<file path="src/common/merge_pkg.sv">
package merge_pkg;

   localparam int KEY_W = 32;                  // width of one sort key
   localparam int N_LANES = 4;                 // input lanes feeding the two leaf mergers

   // every FIFO of the tree has the same depth
   // merger FIFO C needs at least two entries per level below it plus one
   localparam int FIFO_DEPTH = 16;
   localparam int FIFO_AW = $clog2(FIFO_DEPTH); // pointer width, depth is a power of two

   // zero is reserved as the end-of-run marker
   typedef logic [KEY_W-1:0] key_t;

   // FIFO state as seen by its reader and its writer
   typedef struct packed {
      logic empty;
      logic full;
   } fifo_stat_t;

   // decision that the control hands to the compare network
   typedef struct packed {
      logic take_a;                            // route head A, else head B
      logic stall;                             // no word leaves the input FIFOs this cycle
      logic run_end;                           // both heads are zero, one zero goes out
   } merge_ctrl_t;

endpackage

</file>
<file path="src/design/sort_fifo.sv">
module sort_fifo
   import merge_pkg::*;
(
   input  logic       i_clk,
   input  logic       i_rst_n,
   input  logic       i_enq,
   input  key_t       i_data,
   input  logic       i_deq,
   output key_t       o_data,
   output fifo_stat_t o_stat
);

   key_t               mem [FIFO_DEPTH];
   logic [FIFO_AW-1:0] rd_ptr;
   logic [FIFO_AW-1:0] wr_ptr;
   logic [FIFO_AW:0]   count;
   logic               is_empty;
   logic               is_full;
   logic               do_enq;
   logic               do_deq;

   assign is_empty = (count == '0);
   assign is_full = (count == (FIFO_AW + 1)'(FIFO_DEPTH));

   // a read of an empty FIFO or a write to a full one is dropped
   assign do_deq = i_deq && !is_empty;
   assign do_enq = i_enq && !is_full;

   always_ff @(posedge i_clk) begin
      if (!i_rst_n) begin
         rd_ptr <= '0;
         wr_ptr <= '0;
         count  <= '0;
      end else begin
         if (do_enq) begin
            wr_ptr <= wr_ptr + 1'b1;           // wraps on its own since the depth is a power of two
         end
         if (do_deq) begin
            rd_ptr <= rd_ptr + 1'b1;
         end
         case ({do_enq, do_deq})
            2'b10:   count <= count + 1'b1;
            2'b01:   count <= count - 1'b1;
            default: count <= count;           // both or neither leave the fill level alone
         endcase
      end
   end

   always_ff @(posedge i_clk) begin
      if (do_enq) begin
         mem[wr_ptr] <= i_data;
      end
   end

   // show-ahead, the head is valid whenever the FIFO is not empty
   assign o_data = mem[rd_ptr];

   assign o_stat.empty = is_empty;
   assign o_stat.full  = is_full;

endmodule

</file>
<file path="config.mk">
export PLATFORM = sky130hd
export DESIGN_NAME = sort_fifo
export DESIGN_NICKNAME = d
export VERILOG_FILES = /design/src/common/merge_pkg.sv /design/src/design/sort_fifo.sv
export SDC_FILE = /design/constraint.sdc
export NUM_CORES = 1
export LEC_CHECK = 0
export BUFFER_PORTS_ARGS = -buffer_cell sky130_fd_sc_hd__buf_2
export CAP_MARGIN = 10
export CORE_MARGIN = 5
export CORE_UTILIZATION = 65
export CTS_CLUSTER_SIZE = 12
export DETAILED_ROUTE_END_ITERATION = 16
export GPL_TIMING_DRIVEN = 0
export PLACE_DENSITY = 0.83
export SYNTH_ARGS = -nofsm -noshare
export SYNTH_HDL_FRONTEND = slang
export SYNTH_SLANG_ARGS = --single-unit
</file>
<file path="constraint.sdc">
create_clock -name i_clk -period 8.53 [get_ports i_clk]
set_input_delay 0.4265 -clock i_clk [delete_from_list [all_inputs] [get_ports i_clk]]
set_output_delay 0.4265 -clock i_clk [all_outputs]
set_load 0.005 [all_outputs]
</file>
==> reports/metrics.cfg <==
[routing]
drt-met1-wl_mm = 16.3
highest_layer = met5
num_vias = 10056
wl_met3_mm = 3.93
drc = 0
drtIter0Drc = 1379
postRouteAntennaNets = 0
wl_per_cell_um = 31.2
vias_per_cell = 6.80
wirelength_mm = 46.2
dr.pass1.iters = 5
wl_met2_mm = 24.7

[placed_design]
gp_congestion = 0.733
port-buffer-count = 68
pre_cts_ws_ns = 5.34
dp_hpwl_mm = 26.6

[logic_synthesis]
seq_area_frac_synth = 0.781
synth_cell_type_count = 40
synth_seq_cells = 529
synthesis.area_mm2 = 0.0201
synth_warnings = 0
synth_edf_count = 512
synthFlopType = edfxtp_1
syn_avg_cell_area_um2 = 22.0
synth_nets = 957
synth_top_area_share = 0.764
synthArstFlopShare = 0
syn_inst = 913
synth_area_leaders = edfxtp_1 (76%), mux4_2 (14%), a22oi_1 (2.4%), dfxtp_1 (1.7%), nand2_1 (0.76%)
synth_area_leader_cell = edfxtp_1

[layout]
fin_nets = 1104
drive_above_1_share = 0.292
final_core_util = 0.749
multi_input_area_mm2 = 0.00423
regArea_mm2 = 0.0157
fill_cells = 1616
area_growth_syn_to_layout_pct = 13.8

[floorplanning]
die_w_um = 186
coreArea_mm2 = 0.0306
io_pins = 70
die-area_mm2 = 0.0346
fp-row-count = 64
die_h_um = 186
initial_core_util = 0.658

[timing]
fin_skew_ns = 0.0123
tightest_slew_ns = 0.976
setup_viol = 0
maxSlewHeadroom = 0.346
finalSetupTns_ns = 0
post-route-min-period_ns = 3.70
period_share = 0.434
layout_setup_ws_ns = 4.83
fmax_ghz = 0.270
finalHoldViolations = 0
rsz0062_at_grt = false
slew_viol_final = 0

[pwr]
p_clk_frac = 0.335
sw_frac_of_total = 0.240
ir_worst_vdd_mv = 0.204
sequentialPowerShare = 0.498
p_int_mw = 4.52
power_frac_comb = 0.167
p_leak_nw = 7.30
p_per_area_mw_per_mm2 = 260
p_sw_mw = 1.43

[worst_setup_path]
worst-path-buf-inv = 3
critPathSlowestCell = clkbuf_1
path_class = flip-flop to output port
worstPathCellList = clkbuf_1, clkbuf_1, mux4_2, a22oi_1, nand2_1, buf_2
path_max_fanout = 10
critPathLaunchType = flip-flop
required_ns = 8.10
cpMostUsedCell = clkbuf_1
critPathCaptureType = output port
arrival_ns = 3.28
cp_top_family = buffers and inverters
max_stage_delay_ns = 0.72

[clocking]
numCtsBuffers = 51
hold_buffers = 0
tritoncts = done
worstSkewPairLatency_ns = 0.54
cts_setup_buffers = 0
cts_root_buf = clkbuf_16
cts_resized = 0
clock_path_buffers = 3
cts.htree.levels = 2
clk_pin_slew_ns = 0.06
clkSinkCount = 529

[grt]
grt_usage = 0.276
grt_pass1_vias = 10615
gr-total-overflow = 0
antenna_found_initial = 1
grt_max_degree = 22
grt_pass1_wl_mm = 68.3

[status]
status = finished, final reports clean

[run]
max-cap-violations = 0

[min_path]
min_path_type = primary input to flip-flop

-- stage by stage --
| stage | total power [mW] | std cells | cell area (um^2) | hold WS, ns |
|---|---|---|---|---|
| after floorplan | 3.67 | 913 | 20100 | 0.494 |
| after global routing | 6.18 | 1477 | 22900 | 0.247 |
| after global placement | 3.95 | 1377 | 21000 | 0.522 |
| final | 5.95 | 1478 | 22900 | 0.257 |
| after CTS | 5.98 | 1477 | 22900 | 0.236 |
| after detailed placement | 4.00 | 1403 | 21500 | 0.537 |
-- path summary, 6_finish.rpt --
| kind | startpoint | endpoint | slack [ns] | depth (start not counted) |
|---|---|---|---|---|
| worst max-delay path | flip-flop | o_data[10] | 4.83 | 6 |
| worst min register to register | count[4] | count[4] | 0.55 | 2 |
| worst max register to register | count[1] | count[4] | 5.32 | 14 |
| worst min-delay path | i_data[30] | mem[0][30] | 0.26 | 1 |
-- cells by family (layout without fill, tap and decap cells) --
family | Yosys count | after routing | synth area share
xor gates and xnor gates | 6 | 6 | 0.00261
adders and majority gates | 8 | 8 | 0.00498
other | 0 | 1 | 0
and+or+nand+nor | 93 | 93 | 0.0205
buffers and inverters | 63 | 231 | 0.0141
DFF | 529 | 529 | 0.781
AOI/OAI and AO/OA | 81 | 81 | 0.0308
muxes | 133 | 133 | 0.146
-- per-layer routing --
layer	vias to the layer above	global-route usage
met5	-	0
met4	2	0.0714
met3	93	0.0481
met2	614	0.483
met1	5243	0.367
li1	4104	-
-- state kept, by name, indices dropped and copies added (netlist names), named ones only --
name	flops
wr_ptr	4
mem	512
rd_ptr	4
count	5
-- worst reg2reg max path: cells and delay by family (launching register included) --
kind | cells | cell delay, ns
buffers and inverters | 6 | 0.85
AOI/OAI and AO/OA | 3 | 0.68
and+or+nand+nor | 1 | 0.52
adders and majority gates | 2 | 0.37
DFF | 1 | 0.31
muxes | 1 | 0.21
xor gates and xnor gates | 1 | 0.20
-- layout make-up --
class | count | area share
clock inverter | 5 | 0.000820
tap | 396 | 0.0216
antenna | 1 | 0.000109
buffer | 55 | 0.0111
clock buffer | 69 | 0.0614
multi-input combinational | 321 | 0.185
sequential | 529 | 0.686
inverter | 8 | 0.00131
timing repair buffer | 94 | 0.0327
-- power by group through the flow --
stage / Sequential, mW / Combinational (mW) / Clock [mW]
after floorplan: 3.01 / 0.654 / 0
after global placement: 3.02 / 0.928 / 0
after detailed placement: 3.02 / 0.977 / 0
after CTS: 2.97 / 1.00 / 2.01
after global routing: 2.97 / 1.07 / 2.14
final: 2.97 / 0.993 / 1.99
-- placed cells by master, fill, tap and decap left out, drive strengths merged, types with 2 or more instances in the layout --
| cell | instances |
|---|---|
| clkinv | 5 |
| nor3 | 5 |
| nand2 | 41 |
| edfxtp | 512 |
| o211ai | 3 |
| dfxtp | 17 |
| nor2 | 30 |
| clkbuf | 100 |
| or4 | 2 |
| nand3 | 2 |
| xor2 | 5 |
| inv | 8 |
| a21oi | 2 |
| mux4 | 128 |
| mux2i | 5 |
| nand2b | 4 |
| ha | 8 |
| a22oi | 64 |
| nand3b | 2 |
| nor2b | 2 |
| buf | 118 |
| o21a | 5 |
-- synthesized netlist by cell type, types with 2 or more instances --
| library cell | n |
|---|---|
| nor2_1 | 30 |
| xor2_1 | 5 |
| edfxtp_1 | 512 |
| buf_2 | 14 |
| nor2b_1 | 2 |
| nand3_1 | 2 |
| a22oi_1 | 64 |
| a21oi_1 | 2 |
| nor3_1 | 5 |
| nand3b_1 | 2 |
| clkbuf_1 | 31 |
| nand2_1 | 41 |
| mux4_2 | 128 |
| nand2b_1 | 4 |
| inv_1 | 7 |
| ha_1 | 8 |
| dfxtp_1 | 17 |
| o21a_1 | 5 |
| mux2i_1 | 5 |
| o211ai_1 | 2 |
| buf_6 | 3 |
| buf_4 | 2 |
| buf_1 | 5 |
(Power assumes the default switching activity.)
