**config.mk**
```make
export PLATFORM = sky130hd
export DESIGN_NAME = merger
export DESIGN_NICKNAME = d
export VERILOG_FILES = /design/src/common/merge_pkg.sv /design/src/design/sort_fifo.sv /design/src/merger/merge_control.sv /design/src/merger/merge_network.sv /design/src/merger/merger.sv
export SDC_FILE = /design/constraint.sdc
export NUM_CORES = 1
export LEC_CHECK = 0
export BUFFER_PORTS_ARGS = -buffer_cell sky130_fd_sc_hd__buf_2
export CAP_MARGIN = 20
export CORE_MARGIN = 4
export CORE_UTILIZATION = 56
export DETAILED_ROUTE_END_ITERATION = 10
export PLACE_DENSITY = 0.76
export RECOVER_POWER = 50
export SLEW_MARGIN = 15
export SYNTH_ARGS = -nofsm -noshare
export SYNTH_HDL_FRONTEND = slang
export SYNTH_SLANG_ARGS = --single-unit
```
**constraint.sdc**
```tcl
create_clock -name i_clk -period 5.8 [get_ports i_clk]
set_clock_uncertainty 0.15 [all_clocks]
set_input_delay 1.16 -clock i_clk [delete_from_list [all_inputs] [get_ports i_clk]]
set_output_delay 1.16 -clock i_clk [all_outputs]
set_load 0.01 [all_outputs]
```
**src/common/merge_pkg.sv**
```systemverilog
package merge_pkg;

   localparam int KEY_W = 32;                  // width of one sort key
   localparam int N_LANES = 4;                 // input lanes feeding the two leaf mergers

   // every FIFO of the tree has the same depth
   // merger FIFO C needs at least two entries per level below it plus one
   localparam int FIFO_DEPTH = 16;
   localparam int FIFO_AW = $clog2(FIFO_DEPTH); // pointer width, depth is a power of two

   // zero is reserved as the end-of-run marker
   typedef logic [KEY_W-1:0] key_t;

   // FIFO state as seen by its reader and its writer
   typedef struct packed {
      logic empty;
      logic full;
   } fifo_stat_t;

   // decision that the control hands to the compare network
   typedef struct packed {
      logic take_a;                            // route head A, else head B
      logic stall;                             // no word leaves the input FIFOs this cycle
      logic run_end;                           // both heads are zero, one zero goes out
   } merge_ctrl_t;

endpackage

```
**src/design/sort_fifo.sv**
```systemverilog
module sort_fifo
   import merge_pkg::*;
(
   input  logic       i_clk,
   input  logic       i_rst_n,
   input  logic       i_enq,
   input  key_t       i_data,
   input  logic       i_deq,
   output key_t       o_data,
   output fifo_stat_t o_stat
);

   key_t               mem [FIFO_DEPTH];
   logic [FIFO_AW-1:0] rd_ptr;
   logic [FIFO_AW-1:0] wr_ptr;
   logic [FIFO_AW:0]   count;
   logic               is_empty;
   logic               is_full;
   logic               do_enq;
   logic               do_deq;

   assign is_empty = (count == '0);
   assign is_full = (count == (FIFO_AW + 1)'(FIFO_DEPTH));

   // a read of an empty FIFO or a write to a full one is dropped
   assign do_deq = i_deq && !is_empty;
   assign do_enq = i_enq && !is_full;

   always_ff @(posedge i_clk) begin
      if (!i_rst_n) begin
         rd_ptr <= '0;
         wr_ptr <= '0;
         count  <= '0;
      end else begin
         if (do_enq) begin
            wr_ptr <= wr_ptr + 1'b1;           // wraps on its own since the depth is a power of two
         end
         if (do_deq) begin
            rd_ptr <= rd_ptr + 1'b1;
         end
         case ({do_enq, do_deq})
            2'b10:   count <= count + 1'b1;
            2'b01:   count <= count - 1'b1;
            default: count <= count;           // both or neither leave the fill level alone
         endcase
      end
   end

   always_ff @(posedge i_clk) begin
      if (do_enq) begin
         mem[wr_ptr] <= i_data;
      end
   end

   // show-ahead, the head is valid whenever the FIFO is not empty
   assign o_data = mem[rd_ptr];

   assign o_stat.empty = is_empty;
   assign o_stat.full  = is_full;

endmodule

```
**src/merger/merge_control.sv**
```systemverilog
module merge_control
   import merge_pkg::*;
(
   input  logic        i_clk,
   input  logic        i_rst_n,
   input  key_t        i_head_a,
   input  key_t        i_head_b,
   input  fifo_stat_t  i_stat_a,
   input  fifo_stat_t  i_stat_b,
   input  fifo_stat_t  i_stat_c,
   input  logic        i_ready_q,
   output merge_ctrl_t o_ctrl,
   output logic        o_deq_a,
   output logic        o_deq_b
);

   logic               a_zero;
   logic               b_zero;
   logic               a_lte_b;
   logic               both_avail;
   logic               run_end;
   logic               take_a;
   logic               stall;
   logic               near_full;
   logic               s1_busy;                // word in network stage 1
   logic               s2_busy;                // word in network stage 2, written into C now
   logic [FIFO_AW+1:0] occ_ub;                 // upper bound on the fill level of C
   logic [FIFO_AW+1:0] occ_base;
   logic [FIFO_AW+1:0] committed;

   assign a_zero     = (i_head_a == '0);
   assign b_zero     = (i_head_b == '0);
   assign a_lte_b    = (i_head_a <= i_head_b);
   assign both_avail = !i_stat_a.empty && !i_stat_b.empty;
   assign run_end    = a_zero && b_zero;

   // a zero head waits for the other side to finish its run
   always_comb begin
      if (run_end) begin
         take_a = 1'b1;                        // head A is the zero that goes out
      end else if (a_zero) begin
         take_a = 1'b0;
      end else if (b_zero) begin
         take_a = 1'b1;
      end else begin
         take_a = a_lte_b;                     // ties go to A
      end
   end

   // C only reports empty and full, so the control keeps its own bound on the fill level
   // An empty C resets the bound, every write that lands raises it
   assign occ_base  = i_stat_c.empty ? '0 : occ_ub;
   assign committed = occ_base + s1_busy + s2_busy;
   assign near_full = i_stat_c.full || (committed >= (FIFO_AW + 2)'(FIFO_DEPTH));

   assign stall = !both_avail || !i_ready_q || near_full;

   always_ff @(posedge i_clk) begin
      if (!i_rst_n) begin
         s1_busy <= 1'b0;
         s2_busy <= 1'b0;
         occ_ub  <= '0;
      end else begin
         s1_busy <= !stall;
         s2_busy <= s1_busy;
         occ_ub  <= occ_base + s2_busy;
      end
   end

   assign o_ctrl.take_a  = take_a;
   assign o_ctrl.stall   = stall;
   assign o_ctrl.run_end = run_end;

   // at the end of a run both zeros leave together
   assign o_deq_a = !stall && take_a;
   assign o_deq_b = !stall && (!take_a || run_end);

endmodule

```
**src/merger/merge_network.sv**
```systemverilog
module merge_network
   import merge_pkg::*;
(
   input  logic        i_clk,
   input  logic        i_rst_n,
   input  merge_ctrl_t i_ctrl,
   input  key_t        i_head_a,
   input  key_t        i_head_b,
   output key_t        o_key,
   output logic        o_write
);

   key_t route_key;
   key_t key_s1;
   key_t key_s2;
   logic vld_s1;
   logic vld_s2;

   // route the chosen head, the end of a run always sends a clean zero
   always_comb begin
      unique case ({i_ctrl.run_end, i_ctrl.take_a})
         2'b00:   route_key = i_head_b;
         2'b01:   route_key = i_head_a;
         default: route_key = '0;
      endcase
   end

   // stage 1 captures the key only when the control lets a word go
   always_ff @(posedge i_clk) begin
      if (!i_ctrl.stall) begin
         key_s1 <= route_key;
      end
      key_s2 <= key_s1;                        // stage 2 lines up with the enqueue into C
   end

   always_ff @(posedge i_clk) begin
      if (!i_rst_n) begin
         vld_s1 <= 1'b0;
         vld_s2 <= 1'b0;
      end else begin
         vld_s1 <= !i_ctrl.stall;
         vld_s2 <= vld_s1;
      end
   end

   // two cycles after the decision the word is written into C
   assign o_key   = key_s2;
   assign o_write = vld_s2;

endmodule

```
**src/merger/merger.sv**
```systemverilog
module merger
   import merge_pkg::*;
(
   input  logic       i_clk,
   input  logic       i_rst_n,
   input  key_t       i_a_data,
   input  key_t       i_b_data,
   input  fifo_stat_t i_a_stat,
   input  fifo_stat_t i_b_stat,
   output logic       o_a_read,
   output logic       o_b_read,
   input  logic       i_out_ready,
   input  logic       i_out_deq,
   output key_t       o_out_data,
   output fifo_stat_t o_out_stat
);

   key_t        a_head;
   key_t        b_head;
   fifo_stat_t  a_stat;
   fifo_stat_t  b_stat;
   fifo_stat_t  c_stat;
   merge_ctrl_t ctrl;
   logic        deq_a;
   logic        deq_b;
   key_t        net_key;
   logic        net_write;
   logic        ready_q;

   // a word moves from the source into A or B as soon as there is room
   assign o_a_read = !i_a_stat.empty && !a_stat.full;
   assign o_b_read = !i_b_stat.empty && !b_stat.full;

   always_ff @(posedge i_clk) begin
      if (!i_rst_n) begin
         ready_q <= 1'b0;
      end else begin
         ready_q <= i_out_ready;               // the control works from last cycle's ready
      end
   end

   sort_fifo fifo_a (
      .i_clk   (i_clk),
      .i_rst_n (i_rst_n),
      .i_enq   (o_a_read),
      .i_data  (i_a_data),
      .i_deq   (deq_a),
      .o_data  (a_head),
      .o_stat  (a_stat)
   );

   sort_fifo fifo_b (
      .i_clk   (i_clk),
      .i_rst_n (i_rst_n),
      .i_enq   (o_b_read),
      .i_data  (i_b_data),
      .i_deq   (deq_b),
      .o_data  (b_head),
      .o_stat  (b_stat)
   );

   merge_control merge_control_i (
      .i_clk     (i_clk),
      .i_rst_n   (i_rst_n),
      .i_head_a  (a_head),
      .i_head_b  (b_head),
      .i_stat_a  (a_stat),
      .i_stat_b  (b_stat),
      .i_stat_c  (c_stat),
      .i_ready_q (ready_q),
      .o_ctrl    (ctrl),
      .o_deq_a   (deq_a),
      .o_deq_b   (deq_b)
   );

   merge_network merge_network_i (
      .i_clk    (i_clk),
      .i_rst_n  (i_rst_n),
      .i_ctrl   (ctrl),
      .i_head_a (a_head),
      .i_head_b (b_head),
      .o_key    (net_key),
      .o_write  (net_write)
   );

   // C holds the merged run for the next level
   sort_fifo fifo_c (
      .i_clk   (i_clk),
      .i_rst_n (i_rst_n),
      .i_enq   (net_write),
      .i_data  (net_key),
      .i_deq   (i_out_deq),
      .o_data  (o_out_data),
      .o_stat  (c_stat)
   );

   assign o_out_stat = c_stat;

endmodule

```
==> impl_results.md <==
* Core area at 113000 um2
* Drt drc at 0
* Critical Path Fanout Max at 7
* Starting Density at a little under three fifths
* Die Y-Extent at roughly 350 um
* Share of layout cells above drive strength 1 at roughly 29%
* Area leader, netlist: edfxtp_1
* Via count of the first global-routing pass at 32400
* Failing checks: capacitance limit, slew limit
* ANT nets after route at 0
* DR WL/cell at about 30 um
* Status: finished with violations
* 1st-iter DRT viols at approximately 4100
* Data required, critical path at ~6300 ps
* Slew @ Worst Pin at approximately 2200 ps
* First-pass GRT wire length at around 220000 um
* Core Rows at 123
* Fin. Hold Viols at 0
* Largest net degree at the start of global routing at between 60 and 70
* Vias per inst at 6.42
* Hold buffer count at CTS at 0
* Leak at between 20 and 25 nW
* Die X at approximately 350 um
* Initial antenna violation count at 18
* Tot GR Track Use at between 20% and 30%
* Clock buffer depth at 3
* Clk slew on worst S/H paths at approximately 60 ps
* Synthesis-to-layout area growth at 14.0%
* Synth top cells by count: 1568 x edfxtp_1, 413 x mux4_2, 92 x dfxtp_1, 90 x mux2i_1, 76 x clkbuf_1
* Die area at between 100000 and 150000 um2
* Avg Inst Size Synth at roughly 22 um2
* Cell Pwr Density at 333 nW/um2
* Gate Count Post-Synth at between 2000 and 3000
* Synth top area share at ~74%
* Syn Nets at between 3000 and 4000
* Nets@finish at 3358
* Count leader, synth: edfxtp_1
* Pre-antenna DRT Iters at 6
* Crit. End Element: register
* # H-tree levels at 4
* Register area share after synthesis at 76.6%
* CTS tree: done
* Drt total wl at approximately 150000 um
* Area contributors post-synth: edfxtp_1 74%, mux4_2 15%, dfxtp_1 2.9%
* GRT Residual Overflow at 0
* Setup violation total in the final timing report at 0
* Period utilisation layout at a little over nine tenths
* EDFF count, synth at ~1600
* Startpoint Class: register
* Slack of the critical path at 178 ps
* Minimum clock period at approximately 5600 ps
* Rel. slew slack at -44.7%
* Max IR drop VDD at between 0.0002 and 0.0003 V
* Count of cell types in the netlist at 54
* CTS buffer count at 160
* Clk_lat worst skew at roughly 800 ps
* CP arrival at 6160 ps
* Post-DP HPWL at 82400 um
* Max-cap violations at 5
* Via count at 31300
* Seq cells post-synth at about 1700
* Syn Std Cell Area at 63800 um2
* Crit Path Category: reg -> reg
* Filler instances at roughly 7000
* Yosys warning total at 0
* Top_reg_cell synth: edfxtp_1
* Pwr Total at roughly 24 mW
* FMAX at between 150 and 200 MHz
* Pre-CTS setup slack at -240 ps
* RePlAce Congestion at 0.853
* Synth async-reset ratio at 0%
* CTS root buffer: clkbuf_16
* Buffers on Ports at approximately 110
* I/O pin cnt at 108
* Clk sink count at about 1700
* Min-delay worst type: reg -> reg
* Slew Viols, Final at 117
[critical path: stages, from the launching register on]
cell and delay (ps):
dfxtp_4 410, buf_16 170, buf_12 140, mux4_2 510, mux4_2 580, ha_1 340, nand3_1 130, or4_4 510
or2_4 280, nor2_1 150, o21ai_2 100, a21o_1 210, a21oi_2 230, ha_1 260, inv_1 90, fa_1 400
inv_1 80, a21o_1 120, a21oi_1 70, xnor2_1 130, or3_1 290, a21boi_0 190
[registers in the layout, summed over array words and instances (netlist names), named ones only]
name                     flops
fifo_a.mem                 512
fifo_b.mem                 512
fifo_c.mem                 512
merge_network_i.key_s1      32
merge_network_i.o_key       32
merge_control_i.occ_ub       6
fifo_a.count                 5
fifo_b.count                 5
fifo_c.count                 5
fifo_a.rd_ptr                4
fifo_a.wr_ptr                4
fifo_b.rd_ptr                4
fifo_b.wr_ptr                4
fifo_c.rd_ptr                4
fifo_c.wr_ptr                4
merge_network_i.o_write      1
merge_network_i.vld_s1       1
ready_q                      1
[logic make-up (layout without fill, tap and decap cells)]
kind of cell	Yosys count	after routing	synth area share (%)
and+or+nand+nor	268	268	2.14
AOI/OAI and AO/OA	166	166	1.79
xor gates and xnor gates	28	28	0.384
adders and majority gates	64	64	1.29
other	0	17	0
buffers and inverters	200	646	1.35
DFF	1660	1660	76.6
muxes	527	527	16.4
[metrics by stage]
step	instances	setup TNS [ps]	util [%]	hold slack, ps	instance area (um2)
after CTS	4848	0	64.4	188	72700
after global routing	4867	-27.7	64.5	195	72800
final	4876	0	64.5	184	72800
after global placement	4543	-142	59.8	177	67400
after floorplan	2913	0	-	173	63900
after detailed placement	4543	-384	59.8	177	67400
[routing by layer]
metal / routed length, um / share of wire, % / global-route usage [%] / vias up
met1: 54100 / 36 / 32.8 / 16400
li1: - / - / - / 12800
met2: 77600 / 52 / 42.5 / 1749
met3: 12900 / 8.6 / 4.90 / 317
met4: 5570 / 3.7 / 9.22 / 8
met5: 50 / 0.033 / 0 / -
[layout by cell type, fill, tap and decap left out, types with 39 or more instances in the layout]
master	instances
dfxtp_1	82
a22oi_1	39
buf_2	40
ha_1	59
buf_4	148
clkbuf_16	162
nand2_1	59
edfxtp_1	1568
mux4_2	413
nor2_1	41
inv_1	61
clkbuf_1	104
mux2i_1	90
[worst paths after layout]
check / cells after the start / from / slack [ps] / endpoint
worst max-delay path: 21 / register / 180 / fifo_b.count[4]
worst min-delay path: 0 / merge_network_i.key_s1[29] / 180 / merge_network_i.o_key[29]
worst max register to register: 21 / register / 180 / fifo_b.count[4]
worst min register to register: 0 / merge_network_i.key_s1[29] / 180 / merge_network_i.o_key[29]
[power breakdown]
part,internal (mW),switching [mW]
clock,5.61,4.49
sequential,13.2,0.0685
combinational,0.344,0.546
total,19.2,5.10
[timing repair]
| item | in CTS | in global routing |
|---|---|---|
| endpoints found under the setup margin | 3 | 5 |
| gates resized for setup | 7 | 23 |
| buffers inserted | 5 | 10 |
| gates cloned | 1 | 1 |
| pin swaps | 1 | 1 |
| hold endpoints to repair | 0 | 0 |
[cell type report]
| type | count | area (um2) | share of cell area [%] |
|---|---|---|---|
| flip-flops and latches | 1660 | 49000 | 67.3 |
| inverters | 62 | 233 | 0.320 |
| multi-input cells | 1053 | 14400 | 19.8 |
| well taps | 1500 | 1880 | 2.58 |
| diodes | 17 | 42.5 | 0.0584 |
| repair buffers | 285 | 2150 | 2.96 |
| clock inverters | 94 | 843 | 1.16 |
| clock buffers | 205 | 4250 | 5.84 |
(Power assumes the default switching activity.)
